==> src/design/csr_soc_pkg.sv <==
// CSR subsystem widths, register map, control bits and bus types
package csr_soc_pkg;

	// --------------------
	// bus geometry
	// --------------------
	// word address, bank select sits in the top bits
	localparam int CSR_ADDR_W = 14;
	localparam int CSR_DATA_W = 32;
	localparam int BANK_W = 4;

	// timers fill banks 0..3, everything above reads zero
	localparam int NUM_TIMERS = 4;

	// --------------------
	// reset stretch
	// --------------------
	// hold time after the trigger drops
	localparam int RST_HOLD_CYCLES = 16;
	localparam int RST_CNT_W = $clog2(RST_HOLD_CYCLES + 1);

	// --------------------
	// timer register map
	// --------------------
	// offset lives in the two lowest address bits
	localparam logic [1:0] REG_CTRL = 2'd0;
	localparam logic [1:0] REG_COMPARE = 2'd1;
	localparam logic [1:0] REG_COUNT = 2'd2;
	localparam logic [1:0] REG_STATUS = 2'd3;

	// control register layout
	localparam int CTRL_EN_BIT = 0;
	localparam int CTRL_IRQEN_BIT = 1;
	localparam int CTRL_RELOAD_BIT = 2;
	localparam int CTRL_W = 3;

	// shared bus types
	typedef logic [CSR_ADDR_W-1:0] csr_addr_t;
	typedef logic [CSR_DATA_W-1:0] csr_data_t;
	typedef logic [BANK_W-1:0] bank_t;

endpackage

==> src/design/reset_debounce.sv <==
// retriggerable reset stretcher driving the held system reset
`timescale 1ns/1ps

module reset_debounce import csr_soc_pkg::*; (
	input  logic sys_clk,
	input  logic trigger_reset,
	output logic sys_rst_o
);

	// cycles left before release
	logic [RST_CNT_W-1:0] hold_cnt;

	// --------------------
	// hold counter
	// --------------------
	// trigger reloads the count, so a bouncing
	// trigger keeps the system in reset
	always_ff @(posedge sys_clk) begin
		if (trigger_reset) begin
			hold_cnt <= RST_CNT_W'(RST_HOLD_CYCLES);
			// assert right away, no waiting on the count
			sys_rst_o <= 1'b1;
		end else begin
			// count down once trigger is gone
			if (hold_cnt != '0) begin
				hold_cnt <= hold_cnt - 1'b1;
			end
			// registered, falls one cycle after count hits zero
			sys_rst_o <= (hold_cnt != '0);
		end
	end

	// reset stays up through the whole hold window
	assert property (@(posedge sys_clk)
		$fell(trigger_reset) |-> sys_rst_o [*RST_HOLD_CYCLES]);

endmodule

==> src/design/csr_bridge.sv <==
// host request/response port to CSR bus sequencer with response hold
`timescale 1ns/1ps

module csr_bridge import csr_soc_pkg::*; (
	input  logic      sys_clk,
	input  logic      sys_rst_i,

	// host request
	input  logic      req_valid_i,
	output logic      req_ready_o,
	input  csr_addr_t req_addr_i,
	input  logic      req_we_i,
	input  csr_data_t req_wdata_i,

	// host response
	output logic      rsp_valid_o,
	input  logic      rsp_ready_i,
	output csr_data_t rsp_rdata_o,

	// CSR bus master side
	output csr_addr_t csr_a_o,
	output logic      csr_we_o,
	output csr_data_t csr_dw_o,
	input  csr_data_t csr_dr_i
);

	// idle, drive bus, wait/hold response
	typedef enum logic [1:0] {
		ST_IDLE,
		ST_BUS,
		ST_RESP
	} state_t;

	state_t state_q;
	logic   accept;

	// handshake on the request side
	assign accept = req_valid_i & req_ready_o;

	// --------------------
	// sequencer
	// --------------------
	always_ff @(posedge sys_clk) begin
		if (sys_rst_i) begin
			state_q <= ST_IDLE;
			req_ready_o <= 1'b0;
			rsp_valid_o <= 1'b0;
			csr_we_o <= 1'b0;
		end else begin
			// write strobe is a single cycle pulse
			csr_we_o <= 1'b0;
			case (state_q)
				ST_IDLE: begin
					req_ready_o <= 1'b1;
					if (accept) begin
						state_q <= ST_BUS;
						req_ready_o <= 1'b0;
						csr_we_o <= req_we_i;
					end
				end
				// slots act on the bus this cycle
				ST_BUS: begin
					state_q <= ST_RESP;
				end
				ST_RESP: begin
					// first cycle here the slot read data is settling
					if (!rsp_valid_o) begin
						rsp_valid_o <= 1'b1;
					end else if (rsp_ready_i) begin
						rsp_valid_o <= 1'b0;
						req_ready_o <= 1'b1;
						state_q <= ST_IDLE;
					end
				end
				default: begin
					state_q <= ST_IDLE;
				end
			endcase
		end
	end

	// --------------------
	// bus and response data
	// --------------------
	always_ff @(posedge sys_clk) begin
		// latch request onto the CSR bus
		if (accept) begin
			csr_a_o <= req_addr_i;
			csr_dw_o <= req_wdata_i;
		end
		// sample merged read data, then hold it
		if (state_q == ST_RESP && !rsp_valid_o) begin
			rsp_rdata_o <= csr_dr_i;
		end
	end

	// no back-to-back write strobes
	assert property (@(posedge sys_clk) disable iff (sys_rst_i)
		csr_we_o |=> !csr_we_o);

	// response held until the host takes it
	assert property (@(posedge sys_clk) disable iff (sys_rst_i)
		rsp_valid_o && !rsp_ready_i |=> rsp_valid_o && $stable(rsp_rdata_o));

endmodule

==> src/design/timer_slot.sv <==
// CSR timer peripheral: control, compare, count, pending flag and interrupt
`timescale 1ns/1ps

module timer_slot import csr_soc_pkg::*; #(
	parameter bank_t BANK = '0
) (
	input  logic      sys_clk,
	input  logic      sys_rst_i,

	// CSR bus
	input  csr_addr_t csr_a_i,
	input  logic      csr_we_i,
	input  csr_data_t csr_dw_i,
	output csr_data_t csr_do_o,

	output logic      irq_o
);

	// registers
	logic [CTRL_W-1:0] ctrl_q;
	csr_data_t         compare_q;
	csr_data_t         count_q;
	logic              pending_q;

	// decode
	logic       csr_sel;
	logic       csr_wr;
	logic [1:0] reg_ofs;
	logic       hit;

	// --------------------
	// address decode
	// --------------------
	// bank in the top bits, offset in the bottom two,
	// middle bits don't care
	assign csr_sel = (csr_a_i[CSR_ADDR_W-1 -: BANK_W] == BANK);
	assign reg_ofs = csr_a_i[1:0];
	assign csr_wr = csr_sel & csr_we_i;

	// compare match, only counts while running
	assign hit = ctrl_q[CTRL_EN_BIT] && (count_q == compare_q);

	// --------------------
	// counter and registers
	// --------------------
	always_ff @(posedge sys_clk) begin
		if (sys_rst_i) begin
			ctrl_q <= '0;
			compare_q <= '0;
			count_q <= '0;
			pending_q <= 1'b0;
		end else begin
			// free running up-count while enabled
			if (ctrl_q[CTRL_EN_BIT]) begin
				if (hit) begin
					pending_q <= 1'b1;
					if (ctrl_q[CTRL_RELOAD_BIT]) begin
						count_q <= '0;
					end else begin
						// one-shot, stop and keep count at compare
						ctrl_q[CTRL_EN_BIT] <= 1'b0;
					end
				end else begin
					count_q <= count_q + 1'b1;
				end
			end

			// write one to clear, a same-cycle match wins
			if (csr_wr && reg_ofs == REG_STATUS && csr_dw_i[0] && !hit) begin
				pending_q <= 1'b0;
			end

			// host writes override the counter update
			if (csr_wr) begin
				case (reg_ofs)
					REG_CTRL: ctrl_q <= csr_dw_i[CTRL_W-1:0];
					REG_COMPARE: compare_q <= csr_dw_i;
					REG_COUNT: count_q <= csr_dw_i;
					default: begin
					end
				endcase
			end
		end
	end

	// --------------------
	// read data
	// --------------------
	// zero when not addressed so the top can OR all slots
	always_ff @(posedge sys_clk) begin
		if (sys_rst_i) begin
			csr_do_o <= '0;
		end else begin
			csr_do_o <= '0;
			if (csr_sel) begin
				case (reg_ofs)
					REG_CTRL: csr_do_o <= CSR_DATA_W'(ctrl_q);
					REG_COMPARE: csr_do_o <= compare_q;
					REG_COUNT: csr_do_o <= count_q;
					REG_STATUS: csr_do_o <= CSR_DATA_W'(pending_q);
					default: csr_do_o <= '0;
				endcase
			end
		end
	end

	// level interrupt, masked by irq-enable
	assign irq_o = pending_q & ctrl_q[CTRL_IRQEN_BIT];

	// pending only ever comes from a running counter
	assert property (@(posedge sys_clk) disable iff (sys_rst_i)
		$rose(pending_q) |-> $past(ctrl_q[CTRL_EN_BIT]));

endmodule

==> src/design/csr_read_merge.sv <==
// wired-OR of slot read data and registered interrupt vector
`timescale 1ns/1ps

module csr_read_merge import csr_soc_pkg::*; (
	input  logic                  sys_clk,
	input  logic                  sys_rst_i,

	// per slot returns
	input  csr_data_t             slot_do_i [NUM_TIMERS],
	input  logic [NUM_TIMERS-1:0] slot_irq_i,

	// merged outputs
	output csr_data_t             csr_dr_o,
	output logic [NUM_TIMERS-1:0] irq_o
);

	// --------------------
	// read return
	// --------------------
	// unselected slots drive zero so OR is enough
	always_comb begin
		csr_dr_o = '0;
		for (int i = 0; i < NUM_TIMERS; i++) begin
			csr_dr_o = csr_dr_o | slot_do_i[i];
		end
	end

	// --------------------
	// interrupt vector
	// --------------------
	// bit i follows slot i after one flop stage
	always_ff @(posedge sys_clk) begin
		if (sys_rst_i) begin
			irq_o <= '0;
		end else begin
			irq_o <= slot_irq_i;
		end
	end

endmodule

==> src/design/csr_soc_top.sv <==
// top level: reset stretcher, CSR bridge, timer row and read merge
`timescale 1ns/1ps

module csr_soc_top import csr_soc_pkg::*; (
	input  logic                  sys_clk,
	input  logic                  trigger_reset,

	// host request
	input  logic                  req_valid_i,
	output logic                  req_ready_o,
	input  csr_addr_t             req_addr_i,
	input  logic                  req_we_i,
	input  csr_data_t             req_wdata_i,

	// host response
	output logic                  rsp_valid_o,
	input  logic                  rsp_ready_i,
	output csr_data_t             rsp_rdata_o,

	// one bit per timer bank
	output logic [NUM_TIMERS-1:0] irq_o
);

	// --------------------
	// wires
	// --------------------
	logic                  sys_rst;
	// shared CSR bus
	csr_addr_t             csr_a;
	logic                  csr_we;
	csr_data_t             csr_dw;
	csr_data_t             csr_dr;
	// per slot returns
	csr_data_t             slot_do [NUM_TIMERS];
	logic [NUM_TIMERS-1:0] slot_irq;

	// held system reset
	reset_debounce rst_gen (
		.sys_clk(sys_clk),
		.trigger_reset(trigger_reset),
		.sys_rst_o(sys_rst)
	);

	// host port to CSR bus
	csr_bridge csrbrg (
		.sys_clk(sys_clk),
		.sys_rst_i(sys_rst),
		.req_valid_i(req_valid_i),
		.req_ready_o(req_ready_o),
		.req_addr_i(req_addr_i),
		.req_we_i(req_we_i),
		.req_wdata_i(req_wdata_i),
		.rsp_valid_o(rsp_valid_o),
		.rsp_ready_i(rsp_ready_i),
		.rsp_rdata_o(rsp_rdata_o),
		.csr_a_o(csr_a),
		.csr_we_o(csr_we),
		.csr_dw_o(csr_dw),
		.csr_dr_i(csr_dr)
	);

	// timer row, bank number = index
	for (genvar g = 0; g < NUM_TIMERS; g++) begin : g_timer
		timer_slot #(
			.BANK(bank_t'(g))
		) timer (
			.sys_clk(sys_clk),
			.sys_rst_i(sys_rst),
			.csr_a_i(csr_a),
			.csr_we_i(csr_we),
			.csr_dw_i(csr_dw),
			.csr_do_o(slot_do[g]),
			.irq_o(slot_irq[g])
		);
	end

	// read-data OR and irq collection
	csr_read_merge merge (
		.sys_clk(sys_clk),
		.sys_rst_i(sys_rst),
		.slot_do_i(slot_do),
		.slot_irq_i(slot_irq),
		.csr_dr_o(csr_dr),
		.irq_o(irq_o)
	);

endmodule

==> config.mk <==
export PLATFORM = sky130hd
export DESIGN_NAME = csr_soc_top
export DESIGN_NICKNAME = d
export VERILOG_FILES = /design/src/design/csr_soc_pkg.sv /design/src/design/reset_debounce.sv /design/src/design/csr_bridge.sv /design/src/design/timer_slot.sv /design/src/design/csr_read_merge.sv /design/src/design/csr_soc_top.sv
export SDC_FILE = /design/constraint.sdc
export NUM_CORES = 1
export LEC_CHECK = 0
export BUFFER_PORTS_ARGS = -buffer_cell sky130_fd_sc_hd__buf_2
export CORE_UTILIZATION = 40
export DETAILED_ROUTE_END_ITERATION = 7
export GPL_TIMING_DRIVEN = 0
export SLEW_MARGIN = 20
export SYNTH_ARGS = -nofsm -noshare
export SYNTH_HDL_FRONTEND = slang
export SYNTH_SLANG_ARGS = --single-unit
==> constraint.sdc <==
create_clock -name sys_clk -period 2.35 [get_ports sys_clk]
set_input_delay 0.235 -clock sys_clk [delete_from_list [all_inputs] [get_ports sys_clk]]
set_output_delay 0.235 -clock sys_clk [all_outputs]
set_load 0.01 [all_outputs]
After elaboration in Yosys (flattened, before gate mapping)
Index checks and enable logic that the tools add are counted.

Logic and storage cells: 176. Input bits: 51. Output and inout bits: 38. Register bits: 493.

Equal/unequal tests: 15. Reduce and logical (&&, ||, !) cells: 50. $add $sub $neg: 5. Multiplexer cells: 54. Bitwise operators: 18.

Operator list (count): 32-bit 2-to-1 mux (20); 32-bit one-hot mux with 4 select lines (4); 32-bit by 1-bit adder with 32-bit output (second input constant) (4); 32-bit equality test (4); 32-bit bitwise OR (3); 1-bit 2-to-1 mux (25); 2-bit AND reduction (12); 1-bit logical AND (17); 2-bit OR reduction (8); 1-bit bitwise AND (9); 4-bit by 2-bit equality test with 1-bit output (second input constant) (2); 2-bit equality test (second input constant) (3); 2-bit 2-to-1 mux (3); 1-bit inverter (6); 2-bit one-hot mux with 3 select lines (1); 3-bit AND reduction (2); 1-bit zero test (5); 5-bit nonzero test (1); 5-bit by 1-bit subtractor with 5-bit output (second input constant) (1); 2-bit by 1-bit equality test with 1-bit output (second input constant) (2); 4-bit by 1-bit equality test with 1-bit output (second input constant) (1); 2-bit zero test (2); 4-bit zero test (1); 2-bit by 1-bit inequality test with 1-bit output (second input constant) (2); 4 further kinds (4).

Logic depth before layout (Yosys ltp)
Depth after elaboration: 6. Depth in mapped cells: 9. Gate-level depth less buffers: 8.

By module
Synthesis repeated with hierarchy kept, for this count alone.

Cell total of the unflattened synthesis: 2695. Area total of the unflattened synthesis: 23427.5 µm².

Modules (own cells, without submodules): timer_slot (g_timer[3].timer) (seq. area each 2001.9 µm², cells each 645, instances 1, area each 5198.7 µm²); timer_slot (g_timer[1].timer) (seq. area each 2001.9 µm², cells each 644, instances 1, area each 5157.4 µm²); timer_slot (g_timer[0].timer) (seq. area each 2001.9 µm², cells each 644, instances 1, area each 5042.3 µm²); timer_slot (g_timer[2].timer) (seq. area each 2001.9 µm², cells each 596, instances 1, area each 4829.6 µm²); csr_bridge (seq. area each 2442.3 µm², cells each 98, instances 1, area each 2538.7 µm²); csr_read_merge (seq. area each 80.1 µm², cells each 40, instances 1, area each 345.3 µm²); reset_debounce (seq. area each 120.1 µm², cells each 28, instances 1, area each 315.3 µm²).

Worst setup path after synthesis
Ideal clock, no wire load.

Kind: register to register. From: register csrbrg.state_q[1]. To: register csrbrg.rsp_rdata_o[0], enable pin. Cell stages (with the launch flop): 3. Clock period less this slack: 2.487 ns. Data required time: 1.925 ns. Setup slack: -0.137 ns. Buffers on the path: 0. Setup time: 0.425 ns. Arrival: 2.063 ns. Cell sequence: dfxtp_1 -> nor2b_1 -> nor2b_1.

Cells in the longest elaborated chain, start to end: 2.

RTL lines: start, declared (line csr_bridge.sv:34) `state_t state_q;`; start signal, assigned (line csr_bridge.sv:45) `state_q <= ST_IDLE;`; start signal, assigned (line csr_bridge.sv:56) `state_q <= ST_BUS;`; start signal, assigned (line csr_bridge.sv:63) `state_q <= ST_RESP;`; 2-bit equality test (line csr_bridge.sv:92) `if (state_q == ST_RESP && !rsp_valid_o) begin`; 1-bit logical AND (line csr_bridge.sv:92); end signal, assigned (line csr_bridge.sv:93) `rsp_rdata_o <= csr_dr_i;`; end, declared (line csr_bridge.sv:18) `output csr_data_t rsp_rdata_o,`.

Every way passes these cells. A chain may end at the register's enable or synchronous reset.

Worst setup path after layout
From: register g_timer[1].timer.count_q[20]. To: register g_timer[1].timer.count_q[29].

Cells in the longest elaborated chain, start to end: 6. Elaborated cells between the ends (all ways): 7. Those cells by class: add/sub (1); eq/ne (1); mux (4); reduce/logical (1).

RTL lines: start, declared (line timer_slot.sv:22) `csr_data_t count_q;`; start signal, assigned (line timer_slot.sv:64) `count_q <= count_q + 1'b1;`; start signal, assigned (line timer_slot.sv:78) `REG_COUNT: count_q <= csr_dw_i;`; parallel branches: the longest is 2 deep, another holds 32-bit by 1-bit adder with 32-bit output; 32-bit 2-to-1 mux * (line timer_slot.sv:55) `if (hit) begin`; 32-bit 2-to-1 mux * (line timer_slot.sv:54) `if (ctrl_q[CTRL_EN_BIT]) begin`; 32-bit 2-to-1 mux (line timer_slot.sv:75) `case (reg_ofs)`; 32-bit 2-to-1 mux * (line timer_slot.sv:74) `if (csr_wr) begin`.

Mark *: on every way between the ends.

==> flow_metrics.env <==
export IMPL_outcome="complete, but fails checks"
export IMPL_violations="negative setup slack"
export IMPL_power_density_nw_per_um2=655
export IMPL_drv_cap=0
export IMPL_synthTopCellsByCount="dfxtp_1 (415), nand2_1 (374), nor2_1 (326)"
export IMPL_internal_power_mw=14.2
export IMPL_synth_edf_count=70
export IMPL_ys_ff_latch=485
export IMPL_core_sq_um=55500
export IMPL_path_class="reg2reg"
export IMPL_synth_area_sq_um=22700
export IMPL_ctsHtreeMaxLevel=2
export IMPL_start_util=0.408
export IMPL_swShare=0.246
export IMPL_ant_nets=0
export IMPL_nets=2978
export IMPL_nFillCells=5137
export IMPL_p_switching_mw=4.65
export IMPL_die_h_um=240
export IMPL_grt_pass1_vias=20700
export IMPL_fin_setup_tns_ps=-6070
export IMPL_end_kind="flip-flop"
export IMPL_cts_sinks=485
export IMPL_syn_num_nets=2731
export IMPL_setup_viol=69
export IMPL_seq_area_sq_um=10500
export IMPL_drv_slew=0
export IMPL_reg2reg_to="g_timer[1].timer.count_q[29]"
export IMPL_hold_ws_ps=318
export IMPL_gr_usage_all_layers=0.320
export IMPL_syn_to_final_growth_pct=27.4
export IMPL_rsz0062_at_grt="yes"
export IMPL_worstHoldStart="req_wdata_i[1]"
export IMPL_cts_root_buf="clkbuf_16"
export IMPL_clock_skew_ps=17.8
export IMPL_clockBufferDepth=3
export IMPL_seq_area_frac_synth=0.460
export IMPL_layout_drive_gt1_share=0.244
export IMPL_cts_buffers=53
export IMPL_wl_per_cell_um=25.7
export IMPL_wl_um=95700
export IMPL_row_count=86
export IMPL_p_leak_nw=9.99
export IMPL_grt_pass1_wl_um=134000
export IMPL_drt_first_pass_iters=6
export IMPL_fin_area_sq_um=28900
export IMPL_drc_errors=0
export IMPL_critPathMaxFanout=6
export IMPL_cp_required_ps=2830
export IMPL_tightest_slew_ps=1150
export IMPL_drt_iter0_markers=2732
export IMPL_peakVddDrop_mv=0.637
export IMPL_cts_tree="built"
export IMPL_synthCells=2675
export IMPL_clkPwrFrac=0.492
export IMPL_dpl_hpwl_um=65700
export IMPL_synth_distinct_cells=89
export IMPL_setup_ws_ps=-193
export IMPL_crit_path_start="g_timer[1].timer.count_q[20]"
export IMPL_start_kind="flip-flop"
export IMPL_synth_area_per_cell_sq_um=8.47
export IMPL_dieWidth_um=240
export IMPL_synth_warnings=0
export IMPL_synth_top_area_cell="dfxtp_1"
export IMPL_hold_end="csrbrg.csr_dw_o[1]"
export IMPL_period_share=1.08
export IMPL_report_final_hold_viol_count=0
export IMPL_clk_latency_ps=630
export IMPL_period_needed_ps=2540
export IMPL_total_power_mw=18.9
export IMPL_comb_power_share=0.057
export IMPL_viasPerCell=6.06
export IMPL_post_place_ws_ps=-741
export IMPL_reg2regPathDepth=8
export IMPL_dpl_cell_area_sq_um=24000
export IMPL_cp_arrival_ps=3020
export IMPL_yosys_most_used_dff="dfxtp_1"
export IMPL_io_pins=89
export IMPL_cts_clk_slew_worst_paths_ps=60
export IMPL_dp_cells=3505
export IMPL_multi_input_area_sq_um=12200
export IMPL_reg2reg_from="g_timer[1].timer.count_q[20]"
export IMPL_fmax_ghz=0.393
export IMPL_fin_util=0.520
export IMPL_seqPwrFrac=0.451
export IMPL_stdcell_count=3718
export IMPL_gr_total_overflow=0
export IMPL_grt_max_degree=27
export IMPL_fp_dieArea_sq_um=57600
export IMPL_gp_congestion=1.02
export IMPL_whs_path_depth=2
export IMPL_synthTopCellsByArea="dfxtp_1 (37%), edfxtp_1 (9.3%), nand2_1 (6.2%)"
export IMPL_port_buffers=80
export IMPL_synth_top_area_share=0.367
export IMPL_max_slew_margin=0.236
export IMPL_async_reset_ff_frac=0
export IMPL_rrSetupSlack_ps=-190
export IMPL_via_count=22500
export IMPL_hp_class="in2reg"
export IMPL_antenna_found_initial=1
export IMPL_yosysMostFrequentCell="dfxtp_1"
[layer usage]
| layer | global-route usage | part of all wire |
|---|---|---|
| met1 | 0.404 | 0.39 |
| met2 | 0.484 | 0.43 |
| met3 | 0.0789 | 0.10 |
| met4 | 0.213 | 0.077 |
| met5 | 0 | 0.00038 |
[placed cells by master, fill, tap and decap left out, types with 15 or more instances in the layout]
cell	instances
o21ai_2	20
dlygate4sd3_1	42
dfxtp_1	344
clkbuf_16	60
nor3_2	15
nand4_1	48
clkbuf_2	79
or4_1	38
buf_2	101
a22oi_1	121
and3_1	22
nand2_1	364
inv_1	30
nand3_1	59
buf_6	27
a21oi_1	185
a311oi_1	15
clkbuf_1	81
buf_4	89
edfxtp_1	70
dfxtp_2	56
mux2i_1	28
nor3_1	93
o21ai_0	48
nor2b_1	22
dfxtp_4	15
xor2_1	49
nor4_1	16
a221oi_1	33
nor2_2	15
xnor2_1	62
nor2_1	306
[area by class of cell]
cell class	instances	area share
Tap cell	748	0.0324
Inverter	32	0.00416
Clock inverter	34	0.0154
Multi-Input combinational cell	1905	0.424
Clock buffer	66	0.0513
Sequential cell	485	0.365
Buffer	213	0.0419
Timing Repair Buffer	232	0.0655
Antenna cell	3	0.000260
[registers in the layout, indices dropped and copies added, names as in the netlist]
register / cells
csrbrg.req_ready_o: 1
csrbrg.csr_we_o: 1
g_timer.timer.csr_do_o: 128
g_timer.timer.count_q: 128
csrbrg.csr_dw_o: 32
csrbrg.csr_a_o: 6
g_timer.timer.ctrl_q: 12
rst_gen.hold_cnt: 5
csrbrg.rsp_valid_o: 1
csrbrg.rsp_rdata_o: 32
merge.irq_o: 4
g_timer.timer.pending_q: 4
rst_gen.sys_rst_o: 1
g_timer.timer.compare_q: 128
csrbrg.state_q: 2
[worst max-delay path: stages, from the launching register on]
cell	delay [ps]
dfxtp_1	490
xor2_1	160
or4_4	450
nor4_4	360
nand4_2	210
buf_4	190
or2_4	300
o211ai_1	130
a311oi_2	110
[how the worst max path moves through the flow]
stage	cells past startpoint	slack [ps]	end
2_1_floorplan	8	30	g_timer[2].timer.count_q[21]
3_3_place_gp	4	-790	merge.irq_o[1]
3_5_place_dp	9	-740	g_timer[3].timer.count_q[1]
4_1_cts	9	-80	g_timer[1].timer.count_q[13]
5_1_grt	8	-270	g_timer[1].timer.count_q[24]
6_report	8	-190	g_timer[1].timer.count_q[29]
[logic make-up (layout without fill, tap and decap cells)]
kind of cell               after synthesis  in the layout  share of synthesized area
xor gates and xnor gates               126            126                     0.0487
other                                    0              3                          0
and+or+nand+nor                       1128           1128                      0.236
DFF                                    485            485                      0.460
buffers and inverters                  285            577                     0.0532
AOI/OAI and AO/OA                      598            598                      0.176
muxes                                   48             48                     0.0243
adders and majority gates                5              5                    0.00276
[power by group through the flow]
| stage | Clock [mW] | Combinational (mW) | Sequential [mW] |
|---|---|---|---|
| detailed placement | 0 | 0.943 | 8.72 |
| CTS | 9.36 | 1.01 | 8.53 |
| global placement | 0 | 0.932 | 8.71 |
| global route | 9.68 | 1.09 | 8.52 |
| finish | 9.30 | 1.07 | 8.52 |
| floorplan | 0 | 0.471 | 8.70 |
[timing repair]
| action | in CTS | in global routing |
|---|---|---|
| pin swaps | 50 | 115 |
| hold buffers | 42 | 0 |
| buffers inserted | 50 | 51 |
| setup endpoints to repair | 398 | 311 |
| endpoints found under the hold margin | 48 | 0 |
| resized for setup | 203 | 332 |
| gates cloned | 3 | 5 |
(Power assumes the default switching activity.)
